[config.mk]
export PLATFORM = sky130hd
export DESIGN_NAME = dec_8b10b_top
export DESIGN_NICKNAME = d
export VERILOG_FILES = /design/src/hw/dec_8b10b_pkg.sv /design/src/hw/dec_6b5b.sv /design/src/hw/dec_4b3b.sv /design/src/hw/dec_combine.sv /design/src/hw/dec_8b10b_top.sv
export VERILOG_INCLUDE_DIRS = /design/src /design/src/hw
export SDC_FILE = /design/constraint.sdc
export NUM_CORES = 1
export LEC_CHECK = 0
export BUFFER_PORTS_ARGS = -buffer_cell sky130_fd_sc_hd__clkbuf_2
export CAP_MARGIN = 20
export CORE_MARGIN = 2
export CORE_UTILIZATION = 43
export CTS_CLUSTER_SIZE = 10
export DETAILED_ROUTE_END_ITERATION = 7
export PLACE_DENSITY = 0.67
export SETUP_SLACK_MARGIN = 0.2
export SLEW_MARGIN = 10
export SYNTH_ARGS = -nofsm -noshare
export SYNTH_HDL_FRONTEND = slang
export SYNTH_HIERARCHICAL = 1
export SYNTH_SLANG_ARGS = --single-unit
export TNS_END_PERCENT = 1
[constraint.sdc]
create_clock -name clk -period 9.4 [get_ports clk]
set_clock_uncertainty 0.05 [all_clocks]
set_input_delay 1.88 -clock clk [delete_from_list [all_inputs] [get_ports clk]]
set_output_delay 1.88 -clock clk [all_outputs]
set_load 0.01 [all_outputs]
[src/hw/dec_8b10b_config.svh]
// --------------------------------------
// Width and reset constants shared by
// the 8b/10b decoder blocks
// --------------------------------------

`ifndef DEC_8B10B_CONFIG_SVH
`define DEC_8B10B_CONFIG_SVH

// Line code sizes
`define DEC_SYM_W   10      // Full symbol, abcdei fghj
`define DEC_G6_W    6       // abcdei group
`define DEC_G4_W    4       // fghj group

// Decoded fields
`define DEC_D5_W    5       // EDCBA
`define DEC_D3_W    3       // HGF
`define DEC_BYTE_W  8       // HGFEDCBA

// Running disparity after reset, 0 is negative
`define DEC_RD_RST  1'b0

`endif

[src/hw/dec_8b10b_pkg.sv]
// --------------------------------------
// Types shared by the 8b/10b decoder
// --------------------------------------

package dec_8b10b_pkg;

    // --------------------------------------
    // Running disparity
    // --------------------------------------
    typedef enum logic {
        RD_NEG = 1'b0,          // More zeros sent so far
        RD_POS = 1'b1           // More ones sent so far
    } disp_e;

    // --------------------------------------
    // Sub-block code group class
    // --------------------------------------
    // Derived from the ones count of a legal
    // group, illegal patterns map to invalid
    typedef enum logic [1:0] {
        GRP_NEUTRAL = 2'b00,    // Balanced, rd unchanged
        GRP_POS     = 2'b01,    // Surplus of ones
        GRP_NEG     = 2'b10,    // Surplus of zeros
        GRP_INVALID = 2'b11     // Not in the code table
    } grp_class_e;

endpackage : dec_8b10b_pkg

[src/hw/dec_6b5b.sv]
// --------------------------------------
// 6b to 5b decoder for the abcdei group,
// with group class and K28 markers
// --------------------------------------

`include "dec_8b10b_config.svh"

module dec_6b5b
    import dec_8b10b_pkg::*;
(
    input  logic [`DEC_G6_W-1:0] g6,            // a in the MSB
    output logic [`DEC_D5_W-1:0] d5,            // EDCBA
    output grp_class_e           class6,
    output logic                 k28,
    output logic                 k28_pos_form   // 110000 seen
);

    logic                 hit;
    logic [`DEC_D5_W-1:0] code;
    logic [2:0]           ones;

    assign ones = 3'($countones(g6));

    // --------------------------------------
    // 5b/6b code table, both rd columns
    // --------------------------------------
    always_comb begin
        hit  = 1'b1;
        code = '0;
        case (g6)
            6'b100111, 6'b011000: code = 5'd0;
            6'b011101, 6'b100010: code = 5'd1;
            6'b101101, 6'b010010: code = 5'd2;
            6'b110001:            code = 5'd3;
            6'b110101, 6'b001010: code = 5'd4;
            6'b101001:            code = 5'd5;
            6'b011001:            code = 5'd6;
            6'b111000, 6'b000111: code = 5'd7;
            6'b111001, 6'b000110: code = 5'd8;
            6'b100101:            code = 5'd9;
            6'b010101:            code = 5'd10;
            6'b110100:            code = 5'd11;
            6'b001101:            code = 5'd12;
            6'b101100:            code = 5'd13;
            6'b011100:            code = 5'd14;
            6'b010111, 6'b101000: code = 5'd15;
            6'b011011, 6'b100100: code = 5'd16;
            6'b100011:            code = 5'd17;
            6'b010011:            code = 5'd18;
            6'b110010:            code = 5'd19;
            6'b001011:            code = 5'd20;
            6'b101010:            code = 5'd21;
            6'b011010:            code = 5'd22;
            6'b111010, 6'b000101: code = 5'd23;
            6'b110011, 6'b001100: code = 5'd24;
            6'b100110:            code = 5'd25;
            6'b010110:            code = 5'd26;
            6'b110110, 6'b001001: code = 5'd27;
            6'b001110:            code = 5'd28;
            6'b001111, 6'b110000: code = 5'd28;     // K28 forms
            6'b101110, 6'b010001: code = 5'd29;
            6'b011110, 6'b100001: code = 5'd30;
            6'b101011, 6'b010100: code = 5'd31;
            default:              hit  = 1'b0;      // 111100, 000011 and counts 0,1,5,6
        endcase
    end

    assign d5 = code;

    // --------------------------------------
    // Class by ones count
    // --------------------------------------
    always_comb begin
        if (!hit) begin
            class6 = GRP_INVALID;
        end else begin
            case (ones)
                3'd2:    class6 = GRP_NEG;
                3'd3:    class6 = GRP_NEUTRAL;
                3'd4:    class6 = GRP_POS;
                default: class6 = GRP_INVALID;
            endcase
        end
    end

    assign k28_pos_form = (g6 == 6'b110000);
    assign k28          = (g6 == 6'b001111) || k28_pos_form;

    // An illegal group must not leak a data value downstream
    always_comb begin
        assert (class6 != GRP_INVALID || d5 == '0)
            else $error("dec_6b5b: nonzero EDCBA %0h on invalid group %b", d5, g6);
    end

endmodule : dec_6b5b

[src/hw/dec_4b3b.sv]
// --------------------------------------
// 4b to 3b decoder for the fghj group,
// with K28 complement and A7 marker
// --------------------------------------

`include "dec_8b10b_config.svh"

module dec_4b3b
    import dec_8b10b_pkg::*;
(
    input  logic [`DEC_G4_W-1:0] g4,            // f in the MSB
    input  logic                 k28_pos_form,
    output logic [`DEC_D3_W-1:0] d3,            // HGF
    output grp_class_e           class4,
    output logic                 alt7
);

    logic                 hit;
    logic                 flip;
    logic [`DEC_D3_W-1:0] code;
    logic [2:0]           ones;

    assign ones = 3'($countones(g4));

    // --------------------------------------
    // 3b/4b code table
    // --------------------------------------
    always_comb begin
        hit  = 1'b1;
        flip = 1'b0;
        code = '0;
        case (g4)
            4'b1011, 4'b0100: code = 3'd0;
            4'b1001: begin
                code = 3'd1;
                flip = 1'b1;
            end
            4'b0101: begin
                code = 3'd2;
                flip = 1'b1;
            end
            4'b1100, 4'b0011: code = 3'd3;
            4'b1101, 4'b0010: code = 3'd4;
            4'b1010: begin
                code = 3'd5;
                flip = 1'b1;
            end
            4'b0110: begin
                code = 3'd6;
                flip = 1'b1;
            end
            4'b1110, 4'b0001: code = 3'd7;          // Primary 7
            4'b0111, 4'b1000: code = 3'd7;          // Alternate 7
            default:          hit  = 1'b0;
        endcase
    end

    // After 110000 the balanced pairs swap meaning
    assign d3 = (flip && k28_pos_form) ? ~code : code;

    always_comb begin
        if (!hit) begin
            class4 = GRP_INVALID;
        end else begin
            case (ones)
                3'd1:    class4 = GRP_NEG;
                3'd2:    class4 = GRP_NEUTRAL;
                3'd3:    class4 = GRP_POS;
                default: class4 = GRP_INVALID;
            endcase
        end
    end

    assign alt7 = (g4 == 4'b0111) || (g4 == 4'b1000);

endmodule : dec_4b3b

[src/hw/dec_combine.sv]
// --------------------------------------
// Control detection, running disparity,
// error flags and the output register
// --------------------------------------

`include "dec_8b10b_config.svh"

module dec_combine
    import dec_8b10b_pkg::*;
(
    input  logic                   clk,
    input  logic                   rst_n,
    input  logic [`DEC_D5_W-1:0]   d5,
    input  grp_class_e             class6,
    input  logic                   k28,
    input  logic [`DEC_D3_W-1:0]   d3,
    input  grp_class_e             class4,
    input  logic                   alt7,
    output logic [`DEC_BYTE_W-1:0] data,
    output logic                   k,
    output logic                   code_err,
    output logic                   disp_err,
    output disp_e                  rd
);

    disp_e rd_mid;                  // rd between the two groups
    disp_e rd_next;
    logic  derr6;
    logic  derr4;
    logic  k_alt;
    logic  k_nxt;
    logic  alt7_ok;
    logic  cerr_nxt;

    function automatic disp_e rd_after(input disp_e rd_in, input grp_class_e cls);
        disp_e rd_out;
        case (cls)
            GRP_POS: rd_out = RD_POS;
            GRP_NEG: rd_out = RD_NEG;
            default: rd_out = rd_in;
        endcase
        return rd_out;
    endfunction

    function automatic logic disp_clash(input disp_e rd_in, input grp_class_e cls);
        return ((cls == GRP_POS) && (rd_in == RD_POS)) ||
               ((cls == GRP_NEG) && (rd_in == RD_NEG));
    endfunction

    // --------------------------------------
    // Disparity, 6b group first
    // --------------------------------------
    assign rd_mid  = rd_after(rd, class6);
    assign rd_next = rd_after(rd_mid, class4);
    assign derr6   = disp_clash(rd, class6);
    assign derr4   = disp_clash(rd_mid, class4);

    // --------------------------------------
    // Control and A7 legality
    // --------------------------------------
    assign k_alt = alt7 && (d5 inside {5'd23, 5'd27, 5'd29, 5'd30});
    assign k_nxt = k28 || k_alt;

    always_comb begin
        if (rd_mid == RD_NEG) begin
            alt7_ok = (d5 == 5'd17) || (d5 == 5'd18) || (d5 == 5'd20);
        end else begin
            alt7_ok = (d5 == 5'd11) || (d5 == 5'd13) || (d5 == 5'd14);
        end
    end

    assign cerr_nxt = (class6 == GRP_INVALID) ||
                      (class4 == GRP_INVALID) ||
                      (alt7 && !k_nxt && !alt7_ok);    // A7 after the wrong x

    // --------------------------------------
    // Output register
    // --------------------------------------
    always_ff @(posedge clk) begin
        if (!rst_n) begin
            data     <= '0;
            k        <= 1'b0;
            code_err <= 1'b0;
            disp_err <= 1'b0;
            rd       <= disp_e'(`DEC_RD_RST);
        end else begin
            data     <= cerr_nxt ? '0 : {d3, d5};
            k        <= k_nxt && !cerr_nxt;
            code_err <= cerr_nxt;
            disp_err <= derr6 || derr4;
            if (!cerr_nxt) begin
                rd <= rd_next;                          // Held on a code error
            end
        end
    end

    // --------------------------------------
    // Assertions
    // --------------------------------------
    a_k_not_err: assert property (@(posedge clk) disable iff (!rst_n)
        !(k && code_err))
        else $error("dec_combine: k raised with code_err");

    a_rd_known: assert property (@(posedge clk) disable iff (!rst_n)
        !$isunknown(rd))
        else $error("dec_combine: rd unknown");

endmodule : dec_combine

[src/hw/dec_8b10b_top.sv]
// --------------------------------------
// Registered 8b/10b decoder top level
// --------------------------------------

`include "dec_8b10b_config.svh"

module dec_8b10b_top
    import dec_8b10b_pkg::*;
(
    input  logic                   clk,
    input  logic                   rst_n,
    input  logic [`DEC_SYM_W-1:0]  symbol,     // abcdei fghj, a in the MSB
    output logic [`DEC_BYTE_W-1:0] data,
    output logic                   k,
    output logic                   code_err,
    output logic                   disp_err,
    output disp_e                  rd
);

    logic [`DEC_D5_W-1:0] d5;
    grp_class_e           class6;
    logic                 k28;
    logic                 k28_pos_form;
    logic [`DEC_D3_W-1:0] d3;
    grp_class_e           class4;
    logic                 alt7;

    dec_6b5b u_dec_6b5b (
        .g6           (symbol[`DEC_SYM_W-1:`DEC_G4_W]),
        .d5           (d5),
        .class6       (class6),
        .k28          (k28),
        .k28_pos_form (k28_pos_form)
    );

    dec_4b3b u_dec_4b3b (
        .g4           (symbol[`DEC_G4_W-1:0]),
        .k28_pos_form (k28_pos_form),
        .d3           (d3),
        .class4       (class4),
        .alt7         (alt7)
    );

    dec_combine u_dec_combine (
        .clk      (clk),
        .rst_n    (rst_n),
        .d5       (d5),
        .class6   (class6),
        .k28      (k28),
        .d3       (d3),
        .class4   (class4),
        .alt7     (alt7),
        .data     (data),
        .k        (k),
        .code_err (code_err),
        .disp_err (disp_err),
        .rd       (rd)
    );

endmodule : dec_8b10b_top

==> After elaboration in Yosys (flattened, before gate mapping) <==
Index checks and enable logic that the tools add are counted.
{ "op_classes": {"shift": 0, "muxes": 13, "addsub": 8, "bitwise_logic": 4, "order_cmp": 0, "n_eq_ne": 84, "n_div": 0, "n_mul": 0, "reduce_logical": 46} }
{ "op_table": {"columns": ["op", "count"], "rows": [
  ["5-bit case mux with 31 select lines", 1],
  ["6-bit == test, second input constant", 24],
  ["6-bit by 5-bit == test with 1-bit output, second input constant", 14],
  ["48-bit OR reduction", 1],
  ["6-bit by 4-bit == test with 1-bit output, second input constant", 7],
  ["5-bit == test, second input constant", 7],
  ["2-bit OR reduction", 16],
  ["4-bit == test, second input constant", 7],
  ["3-bit case mux with 7 select lines", 1],
  ["6-bit by 3-bit == test with 1-bit output, second input constant", 3],
  ["4-bit by 3-bit == test with 1-bit output, second input constant", 4],
  ["5-bit by 4-bit == test with 1-bit output, second input constant", 3],
  ["14-bit OR reduction", 1],
  ["3-bit by 2-bit == test with 1-bit output, second input constant", 4],
  ["1-bit logical OR", 12],
  ["2-bit case mux with 3 select lines", 2],
  ["1-bit by 1-bit adder with 2-bit output", 5],
  ["3-bit adder", 3],
  ["1-bit logical AND", 9],
  ["2-bit == test, second input constant", 4],
  ["4-bit by 2-bit == test with 1-bit output, second input constant", 2],
  ["4-bit OR reduction", 2],
  ["2-bit by 1-bit == test with 1-bit output, second input constant", 2],
  ["4-bit by 1-bit == test with 1-bit output, second input constant", 1],
  ["other kinds (11)", 20]
]} }
{ "totals": {"ramBits": 0, "word_cells": 160, "output_inout_bits": 12, "reg_bits": 12, "in_bits": 12, "mem_bits_ro": 0, "latch_bits": 0, "mem_count": 0} }

==> Depth between registers and ports, before layout <==
{ "depth": {"depth_word": 14, "ltp_mapped": 18, "depth_no_buf": 16} }

==> Cells and area by module <==
The synthesis kept the hierarchy.
{ "modules_own_cells": {"columns": ["module", "area_each_um2", "instances", "seq_area_each_um2", "cells_per_inst"], "rows": [
  ["dec_6b5b", 907.1, 1, 0.0, 131],
  ["dec_combine", 663.1, 1, 240.2, 69],
  ["dec_4b3b", 374.1, 1, 0.0, 47]
]} }

==> Worst setup path after synthesis <==
No wires, ideal clock.
{ "synth_path": {"kind": "in2reg", "startpoint": "input port symbol[4]", "endpoint": "register u_dec_combine.data[4]", "arrival_time_ps": 5403, "path_buffers": 0, "cell_stages": 15, "path_slack_ps": 3831, "t_required_ps": 9235, "cell_sequence": "fa_1 inv_1 fa_1 inv_1 ha_1 fa_1 nor2b_1 a22o_1 o31ai_1 ha_1 mux2i_2 mux2i_1 a211oi_2 a21oi_2 and2_1"} }
{ "synth_between": {"elab_chain_cells": 13} }
{ "synth_rtl": {"columns": ["item", "line_no", "rtl"], "rows": [
  ["start, declared", "dec_8b10b_top.sv:12", "input logic [`DEC_SYM_W-1:0] symbol,"],
  ["1-bit by 1-bit adder with 2-bit output (not written as such)", "dec_6b5b.sv:22", "assign ones = 3'($countones(g6));"],
  ["3-bit adder (not written as such) (2 in a row)", "dec_6b5b.sv:22", null],
  ["3-bit == test or 3-bit by 2-bit == test with 1-bit output (tied branches)", "dec_6b5b.sv:77", "case (ones)"],
  ["2-bit case mux with 3 select lines", "dec_6b5b.sv:77", null],
  ["2-bit 2-to-1 mux *", "dec_6b5b.sv:74", "if (!hit) begin"],
  ["via class6[1]", "dec_8b10b_top.sv:21", "grp_class_e class6;"],
  ["2-bit == test or 2-bit by 1-bit == test with 1-bit output (tied branches)", "dec_combine.sv:37", "case (cls)"],
  ["1-bit case mux with 2 select lines", "dec_combine.sv:37", null],
  ["1-bit 2-to-1 mux", "dec_combine.sv:65", "if (rd_mid == RD_NEG) begin"],
  ["1-bit logical NOT", "dec_combine.sv:74", "(alt7 && !k_nxt && !alt7_ok);"],
  ["1-bit logical AND", "dec_combine.sv:74", null],
  ["1-bit logical OR *", "dec_combine.sv:73", "(class4 == GRP_INVALID) ||"],
  ["2-bit OR reduction (no line) *", null, null],
  ["end signal, assigned", "dec_combine.sv:87", "data <= cerr_nxt ? '0 : {d3, d5};"],
  ["end, declared", "dec_combine.sv:19", "output logic [`DEC_BYTE_W-1:0] data,"]
]} }
The timed path passes the listed nets; every way through them passes the cells marked *.
A chain may end at the register's enable or synchronous reset.

==> Worst setup path after layout <==
{ "layout_path": {"startpoint": "input port symbol[7]", "endpoint": "register u_dec_combine.data[7]"} }
The elaborated chain is that of the path after synthesis.

==> flow_summary.ini <==
[finish]
fin_nets = 292
n_fill_cell = 425
utilization_pct = 46.9
final_common_cell = clkbuf_2
layout_common_cells = 23 x clkbuf_2, 20 x inv_1, 18 x nand2_1, 17 x ha_1, 15 x nor2_1
drive_gt1_share_pct = 16.0
synthToLayoutAreaGrowth_pct = 5.08
n_antenna_cell = 0

[synth]
ys.flop_type = dfxtp_1
syn-mean-instance-area_um2 = 7.87
yosysSeqAreaShare_pct = 12.4
synthArstFlopShare_pct = 0
syn_nets = 280
synth_edf_count = 0
ys_seq_elements = 12
synth_cells = 247
synthesis.area_um2 = 1940
ys_types = 68
ys_warn_count = 6

[drt]
antenna_left = 0
wirelength_mm = 4.22
dr.pass1.iters = 4
drc = 0
drt_iter0_markers = 109
vias_per_cell = 6.01
vias = 1856
wire_per_inst_um = 13.7

[floorplanning]
die-area_um2 = 5080
io_pins = 24
die_h_um = 71.2
coreArea_um2 = 4350
start_util_pct = 44.7
die_x_um = 71.2
std_cell_rows = 24

[pwr]
p_int_mw = 0.133
total_power_mw = 0.219
p_sw_share_pct = 39.4
clkPwrFrac_pct = 19.5
leakage_nw = 0.886
ir_drop_uv = 50.6
seqPwrFrac_pct = 26.5
power.switching_mw = 0.0863
power.density_nw_per_um2 = 107
p_comb_share_pct = 54.0

[sta]
timing.setup.tns_ns = 0
fin_crit_sh_pct = 63.4
slew_headroom_pct = 57.6
rsz0062_at_grt = no
period_minus_slack_ns = 5.96
drv_slew = 0
hold_violations = 0
fmax_ghz = 0.168
tightest_slew_ns = 0.635
finalSetupViolCount = 0
whs_ns = 0.577

[place]
io_buffer_count = 23
gp_congestion = 0.856
place_hpwl_mm = 3.16

[cts]
ctsHoldBuffers = 0
insertion_delay_ns = 0.23
ctsResizeCount = 0
cts_buffer_depth = 2
root_buffer = clkbuf_8
cts_htree_levels = 1
post_cts_buffers = 0
clkTransAtPathRegs_ns = 0.05
cts.sinks = 12
cts_buffers = 3
cts_tree = yes

[global_routing]
grt_pass1_vias = 1603
grt_overflow = 0
antenna_found_initial = 0
grtUsageTotal_pct = 16.4
grt_pass1_wl_mm = 6.96
grt_max_degree = 29

[critical_path]
cp-end-kind = register
start_kind = input port
crit_path_max_fanout = 24
critPathRequiredTime_ns = 9.47
path_class = input port to register
crit_arrival_ns = 6.03

[run_status]
status = complete, no violations

[min_path]
min_path_type = register to register

[job]
cap_violations = 0
==> synth_stat cells, types with 3 or more instances <==
cell | n | area, um2
a21oi_1 | 9 | 45.0
and2_1 | 9 | 56.3
buf_2 | 4 | 20.0
buf_6 | 7 | 78.8
dfxtp_1 | 12 | 240
fa_1 | 4 | 80.1
ha_1 | 17 | 213
inv_1 | 20 | 75.1
mux2i_1 | 5 | 50.1
nand2_1 | 18 | 67.6
nand2b_1 | 10 | 62.6
nand3b_1 | 11 | 82.6
nand4_1 | 6 | 37.5
nand4b_1 | 3 | 26.3
nor2_1 | 15 | 56.3
nor2b_1 | 5 | 31.3
nor3_1 | 4 | 20.0
nor3b_1 | 3 | 22.5
o211ai_1 | 7 | 52.6
o21ai_0 | 4 | 20.0
o22a_1 | 3 | 26.3
o22ai_1 | 5 | 31.3
o31ai_1 | 4 | 30.0
o32ai_1 | 4 | 35.0
or3_1 | 3 | 18.8
xor2_1 | 3 | 26.3
==> cell type report <==
type                            instances  area, um2  area share, %
Tap cell                               52       65.1           3.18
Inverter                               22       82.6           4.04
Multi-Input combinational cell        197       1500           73.4
Timing Repair Buffer                   23        115           5.63
Clock buffer                            3       41.3           2.02
Sequential cell                        12        240           11.8
==> power by group through the flow <==
stage                     clock network, mW  logic, mW  registers, mW
final                                0.0428      0.118         0.0581
after global placement                    0      0.115         0.0590
after detailed placement                  0      0.117         0.0591
after CTS                            0.0442      0.118         0.0582
after floorplan                           0     0.0914         0.0616
after global routing                 0.0466      0.133         0.0585
==> state kept, by name (all words and copies together), names as in the netlist <==
name                    count
u_dec_combine/code_err      1
u_dec_combine/data          8
u_dec_combine/disp_err      1
u_dec_combine/k             1
u_dec_combine/rd            1
==> cells by family (layout without fill, tap and decap cells) <==
family	after synthesis	count (layout)	synth area share (%)
AND/OR/NAND/NOR	102	102	31.2
AO/OA/AOI/OAI	61	61	24.1
buffers and inverters	38	48	10.6
adder cells (fa/ha/maj)	21	21	15.1
flip-flops	12	12	12.4
multiplexers	8	8	4.44
XOR/XNOR	5	5	2.25
==> path summary, 6_finish.rpt <==
| path | end | slack, ns | cells past startpoint | startpoint |
|---|---|---|---|---|
| worst max-delay path | u_dec_combine/data[7]$_SDFF_PP0_ | 3.44 | 16 | symbol[7] |
| worst max register to register | u_dec_combine/data[7]$_SDFF_PP0_ | 7.69 | 5 | u_dec_combine/rd$_SDFFE_PN0N_ |
| worst min-delay path | u_dec_combine/rd$_SDFFE_PN0N_ | 0.58 | 2 | u_dec_combine/rd$_SDFFE_PN0N_ |
| worst min register to register | u_dec_combine/rd$_SDFFE_PN0N_ | 0.58 | 2 | u_dec_combine/rd$_SDFFE_PN0N_ |
==> per-layer routing <==
metal | part of all wire, % | up-vias | global-route usage, %
met3 | 5.4 | 4 | 0.985
met1 | 46 | 874 | 21.8
met5 | 0 | - | 0
met2 | 48 | 60 | 28.5
li1 | - | 918 | -
met4 | 0.50 | 0 | 4.82
==> worst max-delay path, cell delays in order <==
cell and delay, ns:
clkbuf_2 0.27, fa_1 0.56, inv_1 0.05, fa_1 0.49
inv_1 0.04, ha_1 0.18, fa_1 0.49, nor2b_1 0.17
a22o_1 0.15, o31ai_1 0.10, ha_1 0.40, mux2i_2 0.36
mux2i_1 0.14, a211oi_2 0.40, a21oi_2 0.16, and2_1 0.18
==> per-stage QoR <==
stage                     area, um2  worst slack (ns)  std cells
after CTS                      2040              3.48        309
after floorplan                1940              3.83        247
final                          2040              3.44        309
after global routing           2040              3.18        309
after detailed placement       2000              3.24        306
after global placement         2000              3.39        306
Note: power is estimated with default switching activity, not from simulation.
